File: src/xc_cfg.svh
// ####################
// Correlator build constants
// Line and lag counts, counter width
// Header field widths and frame length
// ####################

`ifndef XC_CFG_SVH
`define XC_CFG_SVH

`define XC_NUM_LINES    4   // Input lines, one lane each
`define XC_LAG_AUTO     4   // Auto lags 0..LAG_AUTO-1
`define XC_RESOLUTION   16  // Coincidence counter bits

// Header fields
`define XC_TOTAL_BITS   16
`define XC_GEOM_BITS    16
`define XC_HDR_BITS     (`XC_TOTAL_BITS + `XC_GEOM_BITS)

`define XC_FRAME_NIBBLES \
	((`XC_HDR_BITS + `XC_NUM_LINES * (`XC_LAG_AUTO + 1) * `XC_RESOLUTION) / 4)

`endif

File: src/xc_types_pkg.sv
// ####################
// Sample and count types
// shared by sampler, lanes and packer
// ####################

`include "xc_cfg.svh"

package xc_types_pkg;

	// One bit per input line, after inversion
	typedef logic [`XC_NUM_LINES-1:0] sample_t;

	// Single coincidence counter
	typedef logic [`XC_RESOLUTION-1:0] count_t;

	// Auto counts of one lane, lag k in element k
	typedef count_t [`XC_LAG_AUTO-1:0] lag_counts_t;

endpackage

File: src/xc_frame_pkg.sv
// ####################
// Frame side types
// nibble and header fields
// ####################

`include "xc_cfg.svh"

package xc_frame_pkg;

	typedef logic [3:0] nibble_t;   // One output nibble

	typedef logic [`XC_TOTAL_BITS-1:0] sample_total_t;  // Samples in the window

	typedef struct packed {
		logic [`XC_GEOM_BITS/2-1:0] lines;
		logic [`XC_GEOM_BITS/2-1:0] lags;
	} geometry_t;

endpackage

File: src/xc_sampler.sv
// ####################
// Input sampler
// Line capture with inversion
// Window start and end pulses
// ####################

`timescale 1ns/1ns

module xc_sampler (
	input  logic                  intclk,
	input  logic                  rst_n,
	input  logic                  smp_en,
	input  xc_types_pkg::sample_t line_in,
	input  xc_types_pkg::sample_t invert,
	input  logic                  integrate,
	output xc_types_pkg::sample_t sample,
	output logic                  sample_valid,
	output logic                  counting,
	output logic                  win_start,
	output logic                  win_end
);

	logic prev_counting;    // Counting level of the previous sample

	// Sample payload
	always_ff @(posedge intclk) begin
		if (smp_en)
			sample <= line_in ^ invert;
	end

	always_ff @(posedge intclk or negedge rst_n) begin
		if (!rst_n) begin
			sample_valid  <= 1'b0;
			counting      <= 1'b0;
			prev_counting <= 1'b0;
			win_start     <= 1'b0;
			win_end       <= 1'b0;
		end else begin
			sample_valid <= smp_en;
			// counting still holds the last sample's level here
			win_start    <= smp_en & integrate & ~counting;
			if (smp_en)
				counting <= integrate;
			if (sample_valid)
				prev_counting <= counting;
			// First low sample after a high one closes the window
			win_end <= sample_valid & ~counting & prev_counting;
		end
	end

	// Start and end must never coincide
	a_start_end_apart: assert property (@(posedge intclk) disable iff (!rst_n)
		!(win_start && win_end))
		else $error("win_start and win_end high in the same cycle");

endmodule

File: src/xc_lane.sv
// ####################
// Correlation lane
// Delay line of past bits
// Saturating auto and cross counters
// ####################

`timescale 1ns/1ns

`include "xc_cfg.svh"

module xc_lane (
	input  logic                      intclk,
	input  logic                      rst_n,
	input  logic                      sample_bit,
	input  logic                      neighbour_bit,
	input  logic                      sample_valid,
	input  logic                      counting,
	input  logic                      win_start,
	output xc_types_pkg::lag_counts_t auto_counts,
	output xc_types_pkg::count_t      cross_count
);

	localparam int LAG = `XC_LAG_AUTO;

	logic [LAG-1:1]       hist;     // hist[k] is the bit from k samples ago
	logic [LAG-1:0]       taps;     // Current bit at tap 0
	logic [LAG:0]         hit;      // Top bit is the cross coincidence
	xc_types_pkg::count_t cnt [0:LAG];

	assign taps = {hist, sample_bit};

	always_comb begin
		hit[LAG-1:0] = taps & {LAG{sample_bit}};
		hit[LAG]     = sample_bit & neighbour_bit;
	end

	// Delay line runs on every sample, windowed or not
	always_ff @(posedge intclk or negedge rst_n) begin
		if (!rst_n)
			hist <= '0;
		else if (sample_valid)
			hist <= {hist[LAG-2:1], sample_bit};
	end

	always_ff @(posedge intclk or negedge rst_n) begin
		if (!rst_n) begin
			for (int k = 0; k <= LAG; k++)
				cnt[k] <= '0;
		end else if (sample_valid) begin
			for (int k = 0; k <= LAG; k++) begin
				if (win_start)
					cnt[k] <= xc_types_pkg::count_t'(hit[k]);  // Clear, then count this sample
				else if (counting && hit[k] && cnt[k] != '1)
					cnt[k] <= cnt[k] + 1'b1;
			end
		end
	end

	always_comb begin
		for (int k = 0; k < LAG; k++)
			auto_counts[k] = cnt[k];
		cross_count = cnt[LAG];
	end

	// Counts only ever drop through a window restart
	for (genvar k = 0; k <= LAG; k++) begin : g_mono
		a_no_decrease: assert property (@(posedge intclk) disable iff (!rst_n)
			(cnt[k] < $past(cnt[k])) |-> $past(win_start))
			else $error("counter %0d decreased outside win_start", k);
	end

endmodule

File: src/xc_packer.sv
// ####################
// Frame packer
// Window sample count, count snapshot
// Nibble stream, MSB first
// ####################

`timescale 1ns/1ns

`include "xc_cfg.svh"

module xc_packer (
	input  logic                                   intclk,
	input  logic                                   rst_n,
	input  logic                                   sample_valid,
	input  logic                                   counting,
	input  logic                                   win_end,
	input  logic [`XC_NUM_LINES*`XC_LAG_AUTO*`XC_RESOLUTION-1:0] auto_flat,
	input  logic [`XC_NUM_LINES*`XC_RESOLUTION-1:0] cross_flat,
	output xc_frame_pkg::nibble_t                  tx_nibble,
	output logic                                   tx_busy,
	output logic                                   tx_strobe,
	output logic                                   tx_done
);

	localparam int RES          = `XC_RESOLUTION;
	localparam int LAG          = `XC_LAG_AUTO;
	localparam int FRAME_NIBBLES = `XC_FRAME_NIBBLES;
	localparam int FRAME_BITS   = FRAME_NIBBLES * 4;
	localparam int NIB_W        = $clog2(FRAME_NIBBLES + 1);
	localparam logic [NIB_W-1:0] NIB_LAST = NIB_W'(FRAME_NIBBLES);
	localparam logic [NIB_W-1:0] NIB_PEN  = NIB_W'(FRAME_NIBBLES - 1);

	xc_frame_pkg::sample_total_t smp_total;
	xc_frame_pkg::geometry_t     geometry;
	xc_types_pkg::count_t        field;
	logic [FRAME_BITS-1:0]       frame_next;
	logic [FRAME_BITS-1:0]       frame;         // Remaining nibbles with the next one on top
	logic [NIB_W-1:0]            nib_cnt;       // Nibbles sent so far
	logic                        accept;

	assign geometry.lines = (`XC_GEOM_BITS/2)'(`XC_NUM_LINES);
	assign geometry.lags  = (`XC_GEOM_BITS/2)'(`XC_LAG_AUTO);
	assign accept         = win_end & ~tx_busy;   // Late window ends are dropped

	// Samples inside the current window
	always_ff @(posedge intclk or negedge rst_n) begin
		if (!rst_n)
			smp_total <= '0;
		else if (win_end)
			smp_total <= xc_frame_pkg::sample_total_t'(sample_valid & counting);
		else if (sample_valid && counting && smp_total != '1)
			smp_total <= smp_total + 1'b1;
	end

	// Header on top, then each lane's lag counts followed by its cross count
	always_comb begin
		frame_next = '0;
		field      = '0;
		frame_next[`XC_HDR_BITS-1:0] = {smp_total, geometry};
		for (int i = 0; i < `XC_NUM_LINES; i++) begin
			for (int k = 0; k <= LAG; k++) begin
				if (k < LAG)
					field = auto_flat[(i*LAG + k)*RES +: RES];
				else
					field = cross_flat[i*RES +: RES];
				frame_next = {frame_next[FRAME_BITS-RES-1:0], field};
			end
		end
	end

	// Frame payload
	always_ff @(posedge intclk) begin
		if (accept) begin
			tx_nibble <= frame_next[FRAME_BITS-1 -: 4];
			frame     <= {frame_next[FRAME_BITS-5:0], 4'h0};
		end else if (tx_busy && nib_cnt != NIB_LAST) begin
			tx_nibble <= frame[FRAME_BITS-1 -: 4];
			frame     <= {frame[FRAME_BITS-5:0], 4'h0};
		end
	end

	always_ff @(posedge intclk or negedge rst_n) begin
		if (!rst_n) begin
			tx_busy   <= 1'b0;
			tx_strobe <= 1'b0;
			tx_done   <= 1'b0;
			nib_cnt   <= '0;
		end else if (accept) begin
			tx_busy   <= 1'b1;
			tx_strobe <= 1'b1;   // First nibble goes out next cycle
			tx_done   <= 1'b0;
			nib_cnt   <= NIB_W'(1);
		end else if (tx_busy) begin
			if (nib_cnt == NIB_LAST) begin
				tx_busy   <= 1'b0;
				tx_strobe <= 1'b0;
				tx_done   <= 1'b0;
			end else begin
				tx_strobe <= 1'b1;
				tx_done   <= (nib_cnt == NIB_PEN);
				nib_cnt   <= nib_cnt + 1'b1;
			end
		end
	end

	// A frame ends with tx_done on its last nibble, then busy drops
	a_frame_length: assert property (@(posedge intclk) disable iff (!rst_n)
		$rose(tx_busy) |-> ##(FRAME_NIBBLES - 1) (tx_done && tx_strobe) ##1 !tx_busy)
		else $error("frame did not end with tx_done after %0d nibbles", FRAME_NIBBLES);

endmodule

File: src/xc_top.sv
// ####################
// Correlator top level
// Sampler, lanes, packer
// ####################

`timescale 1ns/1ns

`include "xc_cfg.svh"

module xc_top (
	input  logic                  intclk,
	input  logic                  rst_n,
	input  logic                  smp_en,
	input  xc_types_pkg::sample_t line_in,
	input  xc_types_pkg::sample_t invert,
	input  logic                  integrate,
	output xc_frame_pkg::nibble_t tx_nibble,
	output logic                  tx_strobe,
	output logic                  tx_busy,
	output logic                  tx_done
);

	localparam int NL      = `XC_NUM_LINES;
	localparam int LANE_W  = `XC_LAG_AUTO * `XC_RESOLUTION;

	xc_types_pkg::sample_t     sample;
	logic                      sample_valid;
	logic                      counting;
	logic                      win_start;
	logic                      win_end;
	logic [NL*LANE_W-1:0]      auto_flat;
	logic [NL*`XC_RESOLUTION-1:0] cross_flat;

	xc_sampler u_sampler (
		.intclk       (intclk),
		.rst_n        (rst_n),
		.smp_en       (smp_en),
		.line_in      (line_in),
		.invert       (invert),
		.integrate    (integrate),
		.sample       (sample),
		.sample_valid (sample_valid),
		.counting     (counting),
		.win_start    (win_start),
		.win_end      (win_end)
	);

	// Lane i pairs with line i+1, last one wraps to line 0
	for (genvar i = 0; i < NL; i++) begin : lanes
		xc_lane u_lane (
			.intclk        (intclk),
			.rst_n         (rst_n),
			.sample_bit    (sample[i]),
			.neighbour_bit (sample[(i+1) % NL]),
			.sample_valid  (sample_valid),
			.counting      (counting),
			.win_start     (win_start),
			.auto_counts   (auto_flat[i*LANE_W +: LANE_W]),
			.cross_count   (cross_flat[i*`XC_RESOLUTION +: `XC_RESOLUTION])
		);
	end

	xc_packer u_packer (
		.intclk       (intclk),
		.rst_n        (rst_n),
		.sample_valid (sample_valid),
		.counting     (counting),
		.win_end      (win_end),
		.auto_flat    (auto_flat),
		.cross_flat   (cross_flat),
		.tx_nibble    (tx_nibble),
		.tx_busy      (tx_busy),
		.tx_strobe    (tx_strobe),
		.tx_done      (tx_done)
	);

endmodule

File: config.mk
export PLATFORM = sky130hd
export DESIGN_NAME = xc_top
export DESIGN_NICKNAME = d
export VERILOG_FILES = /design/src/xc_types_pkg.sv /design/src/xc_frame_pkg.sv /design/src/xc_sampler.sv /design/src/xc_lane.sv /design/src/xc_packer.sv /design/src/xc_top.sv
export VERILOG_INCLUDE_DIRS = /design/src
export SDC_FILE = /design/constraint.sdc
export NUM_CORES = 1
export LEC_CHECK = 0
export ABC_CLOCK_PERIOD_IN_PS = 11430
export BUFFER_PORTS_ARGS = -buffer_cell sky130_fd_sc_hd__buf_2
export CAP_MARGIN = 20
export CORE_ASPECT_RATIO = 1.4
export CORE_UTILIZATION = 45
export CTS_CLUSTER_DIAMETER = 60
export DETAILED_ROUTE_END_ITERATION = 16
export HOLD_SLACK_MARGIN = 0.1
export PLACE_DENSITY = 0.69
export SYNTH_ARGS = -nofsm -noshare
export SYNTH_HDL_FRONTEND = slang
export SYNTH_SLANG_ARGS = --single-unit
File: constraint.sdc
create_clock -name intclk -period 11.43 [get_ports intclk]
set_clock_uncertainty 0.2 [all_clocks]
set_input_delay 1.143 -clock intclk [delete_from_list [all_inputs] [get_ports intclk]]
set_output_delay 1.143 -clock intclk [all_outputs]
set_load 0.05 [all_outputs]
==> impl_metrics.json, run 1 <==
{
  "ys_ff_latch": 719,
  "layout_common_cells": "dfrtp_1, edfxtp_1, nand2_1, a22o_1, nand3_1",
  "cts.sinks": 719,
  "power_density_nw_per_um2": 212.9,
  "dp_hpwl_microns": 49980,
  "violations": "design-rule violations",
  "slowest_delay_ps": 810,
  "ys.flop_type": "dfrtp_1",
  "post_cts_resized": 0,
  "crit_path_cell_trace": "inv_1 > ha_1 > nand2_1 > o31ai_2 > buf_4 > nand2_4 > buf_4 > buf_4",
  "hp-class": "flip-flop to flip-flop",
  "holdBufCountCts": 0,
  "numCtsBuffers": 74,
  "syn_inst": 3018,
  "tritoncts": "done",
  "grt_pass1_wl_microns": 136100,
  "overflow": 0,
  "dieArea_sq_um": 76590,
  "pin_count": 19,
  "routed_wl_microns": 83920,
  "grt_pass1_vias": 25950,
  "min_period_ps": 3950,
  "antenna_cells_inserted": 0,
  "netlist_area_sq_um": 33960,
  "crit_path_start_kind": "flip-flop",
  "crit_top_cell": "buf_4",
  "final_common_cell": "dfrtp_1",
  "num_rows": 118,
  "insertion_delay_ps": 640,
  "yosysSeqAreaShare_pct": 57.75,
  "fmax_mhz": 253.2,
  "cts_buffer_depth": 3,
  "maxSlewViolCount": 0,
  "setup_violations": 0,
  "syn-num-nets": 3053,
  "required_ps": 11470,
  "postLayoutCoreUtil_pct": 50.07,
  "clk_pin_slew_ps": 60,
  "syn_to_final_growth_pct": 9.490,
  "final.setup.tns_ps": 0,
  "die_x_microns": 234.2,
  "grt_max_degree": 201,
  "initial_core_util_pct": 45.73,
  "die_h_microns": 327.1,
  "htreeDepth": 3,
  "avgSynthCellArea_sq_um": 11.25,
  "wl_per_cell_microns": 21.15,
  "crit_arrival_ps": 3990,
  "worst_slew_pin_slew_ps": 1051,
  "post_cts_buffers": 0,
  "gp_congestion": 0.8697,
  "async_flop_share_pct": 50.49,
  "clock-root-buffer": "clkbuf_16",
  "synth_edf_count": 340,
  "peakVddDrop_uv": 158.0,
  "slowest_stage": "buf_4",
  "hold_violations": 0,
  "port_buffers": 18,
  "rsz0062_at_grt": "no",
  "criticalPathCategory": "flip-flop to flip-flop",
  "avgViaCountPerCell": 6.551,
  "finalNetCount": 2983,
  "ys_types": 86,
  "drv_cap": 0,
  "firstDrtPassIters": 14,
  "drive_gt1_share_pct": 8.145,
  "critPathCaptureType": "flip-flop",
  "first_iter_violations": 2484,
  "via_count": 26000,
  "p_leak_nw": 14.79,
  "core_area_sq_um": 74260,
  "ys_warn_count": 0,
  "drc": 4,
  "timing.final.crit_share_pct": 34.56,
  "outcome": "finished, violations left",
  "critical_path.max_fanout": 66,
  "ant_nets": 0,
  "antenna_found_initial": 0,
  "grtUsageTotal_pct": 21.98,
  "relSlewSlack_pct": 29.91
}
[metal layers]
layer  part of all wire, %  up-vias  GRT usage (%)  wire length, microns
met5                     0        -              0                     0
met4                   2.9        0          8.809                  2408
met3                   5.1      176          2.846                  4267
met2                    52      873          38.43                 43250
met1                    41    13180          27.26                 34000
li1                      -    11760              -                     -
[logic make-up (layout without fill, tap and decap cells)]
group | count (synthesis) | count (layout) | share of synthesized area, %
DFF | 719 | 719 | 57.75
xor gates and xnor gates | 18 | 18 | 0.4642
adders and majority gates | 23 | 23 | 0.8473
AOI/OAI and AO/OA | 1082 | 1082 | 23.76
and+or+nand+nor | 911 | 911 | 13.59
muxes | 22 | 22 | 0.6853
buffers and inverters | 243 | 233 | 2.907
[flip-flops by register name, summed over array words and instances, names as in the netlist, 4 cells and up]
register,count
u_sampler.sample,4
lanes.u_lane.cross_count,64
u_packer.frame,348
lanes.u_lane.hist,12
u_packer.nib_cnt,7
u_packer.smp_total,16
u_packer.tx_nibble,4
lanes.u_lane.auto_counts,256
[stage by stage]
stage                     hold WS [ps]  cells  total power, mW  setup WS, ps  area [sq um]
after global placement           217.4   3831            5.463          7541         34730
after floorplan                  208.1   3018            5.137          2074         33960
after global routing             263.8   3968            8.289          7252         37190
after CTS                        234.8   3967            7.979          7445         37170
after detailed placement         218.3   3831            5.508          7468         34730
final                            233.7   3968            7.917          7480         37190
[report_power, final]
part / switching, mW / internal (mW) / total [mW]
Combinational: 0.809 / 0.563 / 1.37
Sequential: 0.395 / 3.70 / 4.09
Clock: 1.04 / 1.42 / 2.45
Total: 2.24 / 5.68 / 7.92
[final cells by class]
cell class / count / area [sq um]
well taps: 960 / 1201
clock buffers: 101 / 2036
fillers: 6423 / 37080
clock inverters: 35 / 399.1
repair buffers: 40 / 327.8
flip-flops and latches: 719 / 19620
inverters: 57 / 215.2
multi-input cells: 2056 / 13390
[critical path, delay by kind of cell, from the launching register on]
family / cells / cell delay (ps)
AOI/OAI and AO/OA: 1 / 70
adders and majority gates: 1 / 210
buffers and inverters: 4 / 1790
DFF: 1 / 420
and+or+nand+nor: 2 / 740
[synth_stat cells (84+ instances only)]
| cell type | number | share of area [%] |
|---|---|---|
| o31ai_1 | 138 | 3.1 |
| a22o_1 | 306 | 7.9 |
| o21ai_0 | 130 | 1.9 |
| nand2_1 | 318 | 3.5 |
| a21oi_1 | 84 | 1.2 |
| a31oi_1 | 107 | 2.0 |
| nor2_1 | 91 | 1.0 |
| clkbuf_1 | 133 | 1.5 |
| dfrtp_1 | 363 | 27 |
| edfxtp_1 | 340 | 30 |
| nand3_1 | 160 | 2.4 |
| o211ai_1 | 127 | 2.8 |
[final timing paths]
| check | cells past startpoint | slack (ps) | startpoint | end |
|---|---|---|---|---|
| min in group asynchronous | 1 | 350 | rst_n | lanes[0].u_lane.auto_counts[43]$_DFFE_PN0P_ |
| max reg2reg | 8 | 7480 | u_packer.nib_cnt[0]$_DFFE_PN0P_ | u_packer.frame[197]$_DFFE_PP_ |
| min reg2reg | 2 | 230 | u_packer.frame[320]$_DFFE_PP_ | u_packer.frame[324]$_SDFFE_PP0N_ |
| max in group asynchronous | 3 | 8380 | rst_n | lanes[2].u_lane.auto_counts[56]$_DFFE_PN0P_ |
| max | 8 | 7480 | u_packer.nib_cnt[0]$_DFFE_PN0P_ | u_packer.frame[197]$_DFFE_PP_ |
| min | 2 | 230 | u_packer.frame[320]$_DFFE_PP_ | u_packer.frame[324]$_SDFFE_PP0N_ |
No activity file was read; power rests on OpenSTA's default activity.
==> inputs of run 2 (changes only) <==
--- a/config.mk
+++ b/config.mk
@@ -6,7 +6,7 @@
 export SDC_FILE = /design/constraint.sdc
 export NUM_CORES = 1
 export LEC_CHECK = 0
-export ABC_CLOCK_PERIOD_IN_PS = 11430
+export ABC_CLOCK_PERIOD_IN_PS = 3300
 export BUFFER_PORTS_ARGS = -buffer_cell sky130_fd_sc_hd__buf_2
 export CAP_MARGIN = 20
 export CORE_ASPECT_RATIO = 1.4
@@ -14,7 +14,7 @@
 export CTS_CLUSTER_DIAMETER = 60
 export DETAILED_ROUTE_END_ITERATION = 16
 export HOLD_SLACK_MARGIN = 0.1
-export PLACE_DENSITY = 0.69
+export PLACE_DENSITY = 0.71
 export SYNTH_ARGS = -nofsm -noshare
 export SYNTH_HDL_FRONTEND = slang
 export SYNTH_SLANG_ARGS = --single-unit
==> constraint.sdc (replaced) <==
create_clock -name intclk -period 3.3 [get_ports intclk]
set_clock_uncertainty 0.2 [all_clocks]
set_input_delay 0.33 -clock intclk [delete_from_list [all_inputs] [get_ports intclk]]
set_output_delay 0.33 -clock intclk [all_outputs]
set_load 0.05 [all_outputs]
==> run 2 against run 1 <==
Compared with the run above: the flow still finishes with violations (design-rule violations); largest cell class unchanged; via count fell by 0.24%; combinational power increased to 3.7 times the previous value; routed wire length is 1.6% lower; critical endpoint is now lanes[2].u_lane.cross_count[0]$_DFFE_PN0P_; sequential cell count did not move; final area grew 1.5%.
==> impl_metrics.json, run 2 (synthesis results as in run 1) <==
{
  "setup_violations": 0,
  "hold_violations": 0,
  "antenna_found_initial": 0,
  "nFillCells": 6337,
  "core_area_sq_um": 74260,
  "gp_congestion": 0.9048,
  "largest_register_ff_count": 348,
  "finalNetCount": 3032,
  "outcome": "finished, violations left",
  "crit_arrival_ps": 2990,
  "insertion_delay_ps": 620,
  "critPathCapture": "lanes[2].u_lane.cross_count[0]$_DFFE_PN0P_",
  "drc": 5,
  "required_ps": 3600,
  "maxSlewViolCount": 0,
  "cts.sinks": 719,
  "die_x_microns": 234.2,
  "p_leak_nw": 15.07,
  "grt_pass1_vias": 25920,
  "placed_cell_area_sq_um": 35270,
  "final_cell_area_sq_um": 37730,
  "finalPower_mw": 27.41,
  "timing.final.crit_share_pct": 81.71,
  "hp-class": "input pin to async pin",
  "final_common_cell": "dfrtp_1",
  "drv_cap": 0,
  "drive_gt1_share_pct": 9.344,
  "rsz0062_at_grt": "no",
  "layout_common_cells": "dfrtp_1, edfxtp_1, nand2_1, a22o_1, nand3_1",
  "r2r_cells": 5,
  "slowest_delay_ps": 730,
  "num_rows": 118,
  "top_register": "u_packer.frame",
  "layout_setup_ws_ps": 603.5,
  "wl_per_cell_microns": 20.58,
  "overflow": 0,
  "dp_slack_ps": 648.5,
  "fmax_mhz": 370.8,
  "initial_core_util_pct": 45.73,
  "slowest_stage": "dfrtp_2",
  "multi_input_area_sq_um": 13400,
  "crit_path_start_kind": "flip-flop",
  "syn_to_final_growth_pct": 11.09,
  "criticalPathCategory": "flip-flop to flip-flop",
  "cts_buffer_depth": 3,
  "relSlewSlack_pct": 39.65,
  "via_count": 25930,
  "min_period_ps": 2697,
  "violations": "design-rule violations",
  "clock-root-buffer": "clkbuf_16",
  "grt_pass1_wl_microns": 135200,
  "dieArea_sq_um": 76590,
  "rrSetupSlack_ps": 600,
  "startpoint": "u_sampler.sample_valid$_DFF_PN0_",
  "pin_count": 19,
  "htreeDepth": 3,
  "routed_wl_microns": 82540,
  "antenna_cells_inserted": 0,
  "grt_max_degree": 122,
  "grtUsageTotal_pct": 21.68,
  "tritoncts": "done",
  "first_iter_violations": 2262,
  "numCtsBuffers": 71,
  "clk_pin_slew_ps": 70,
  "ff_latch_area_sq_um": 19620,
  "crit_path_cell_trace": "and3_1 > nand2_1 > a31o_2 > or3b_2 > o211a_1",
  "dp_hpwl_microns": 52230,
  "r2r-end": "lanes[2].u_lane.cross_count[0]$_DFFE_PN0P_",
  "avgViaCountPerCell": 6.467,
  "post_cts_resized": 0,
  "firstDrtPassIters": 12,
  "peakVddDrop_uv": 393.7,
  "ant_nets": 0,
  "worst_slew_pin_slew_ps": 898.3,
  "port_buffers": 18,
  "r2r_start": "u_sampler.sample_valid$_DFF_PN0_",
  "power_density_nw_per_um2": 726.4,
  "final.setup.tns_ps": 0,
  "critical_path.max_fanout": 24,
  "die_h_microns": 327.1,
  "critPathCaptureType": "flip-flop"
}
## run 2: worst min path at each step
stage | from | end | slack (ps) | depth (start not counted)
2_1_floorplan | rst_n | lanes[0].u_lane.auto_counts[0]$_DFFE_PN0P_ | -170 | 0
3_3_place_gp | rst_n | lanes[0].u_lane.auto_counts[27]$_DFFE_PN0P_ | 180 | 1
3_5_place_dp | rst_n | lanes[0].u_lane.auto_counts[27]$_DFFE_PN0P_ | 190 | 1
4_1_cts | rst_n | lanes[0].u_lane.auto_counts[27]$_DFFE_PN0P_ | 130 | 2
5_1_grt | rst_n | lanes[0].u_lane.auto_counts[27]$_DFFE_PN0P_ | 170 | 2
6_report | rst_n | lanes[0].u_lane.auto_counts[27]$_DFFE_PN0P_ | 110 | 2
## run 2: cell type report
type / instances / area share [%]
clock inverters: 30 / 0.9485
inverters: 57 / 0.5704
multi-input cells: 2056 / 35.51
repair buffers: 92 / 2.507
flip-flops and latches: 719 / 52.00
well taps: 960 / 3.184
clock buffers: 96 / 5.283
## run 2: repair_timing
action	4_1_cts	5_1_grt
hold endpoints to repair	211	0
hold buffers	11	0
endpoints found under the setup margin	0	0
setup buffers	0	0
## run 2: stage by stage
step	instances	util [%]	hold slack [ps]
after detailed placement	3873	47.49	187.3
after global placement	3873	47.49	184.9
after CTS	4010	50.80	125.3
final	4010	50.80	105.1
after global routing	4010	50.80	167.9
after floorplan	3018	-	-165.6
## run 2: critical path: cells and delay by family, from the launching register on
| family | cells | cell delay [ps] |
|---|---|---|
| and+or+nand+nor | 3 | 1160 |
| DFF | 1 | 730 |
| AOI/OAI and AO/OA | 2 | 490 |
## run 2: routing by layer
metal	vias up	routed length [microns]	track usage [%]
met1	12950	33710	27.18
li1	11860	-	-
met5	-	0	0
met4	0	2742	9.303
met3	202	4485	2.925
met2	928	41600	37.19
## run 2: report_power, final
part	switching (mW)	leakage [nW]	internal (mW)
Clock	3.43	1.14	4.86
Sequential	1.27	8.75	12.8
Combinational	2.92	5.17	2.16
Total	7.62	15.1	19.8
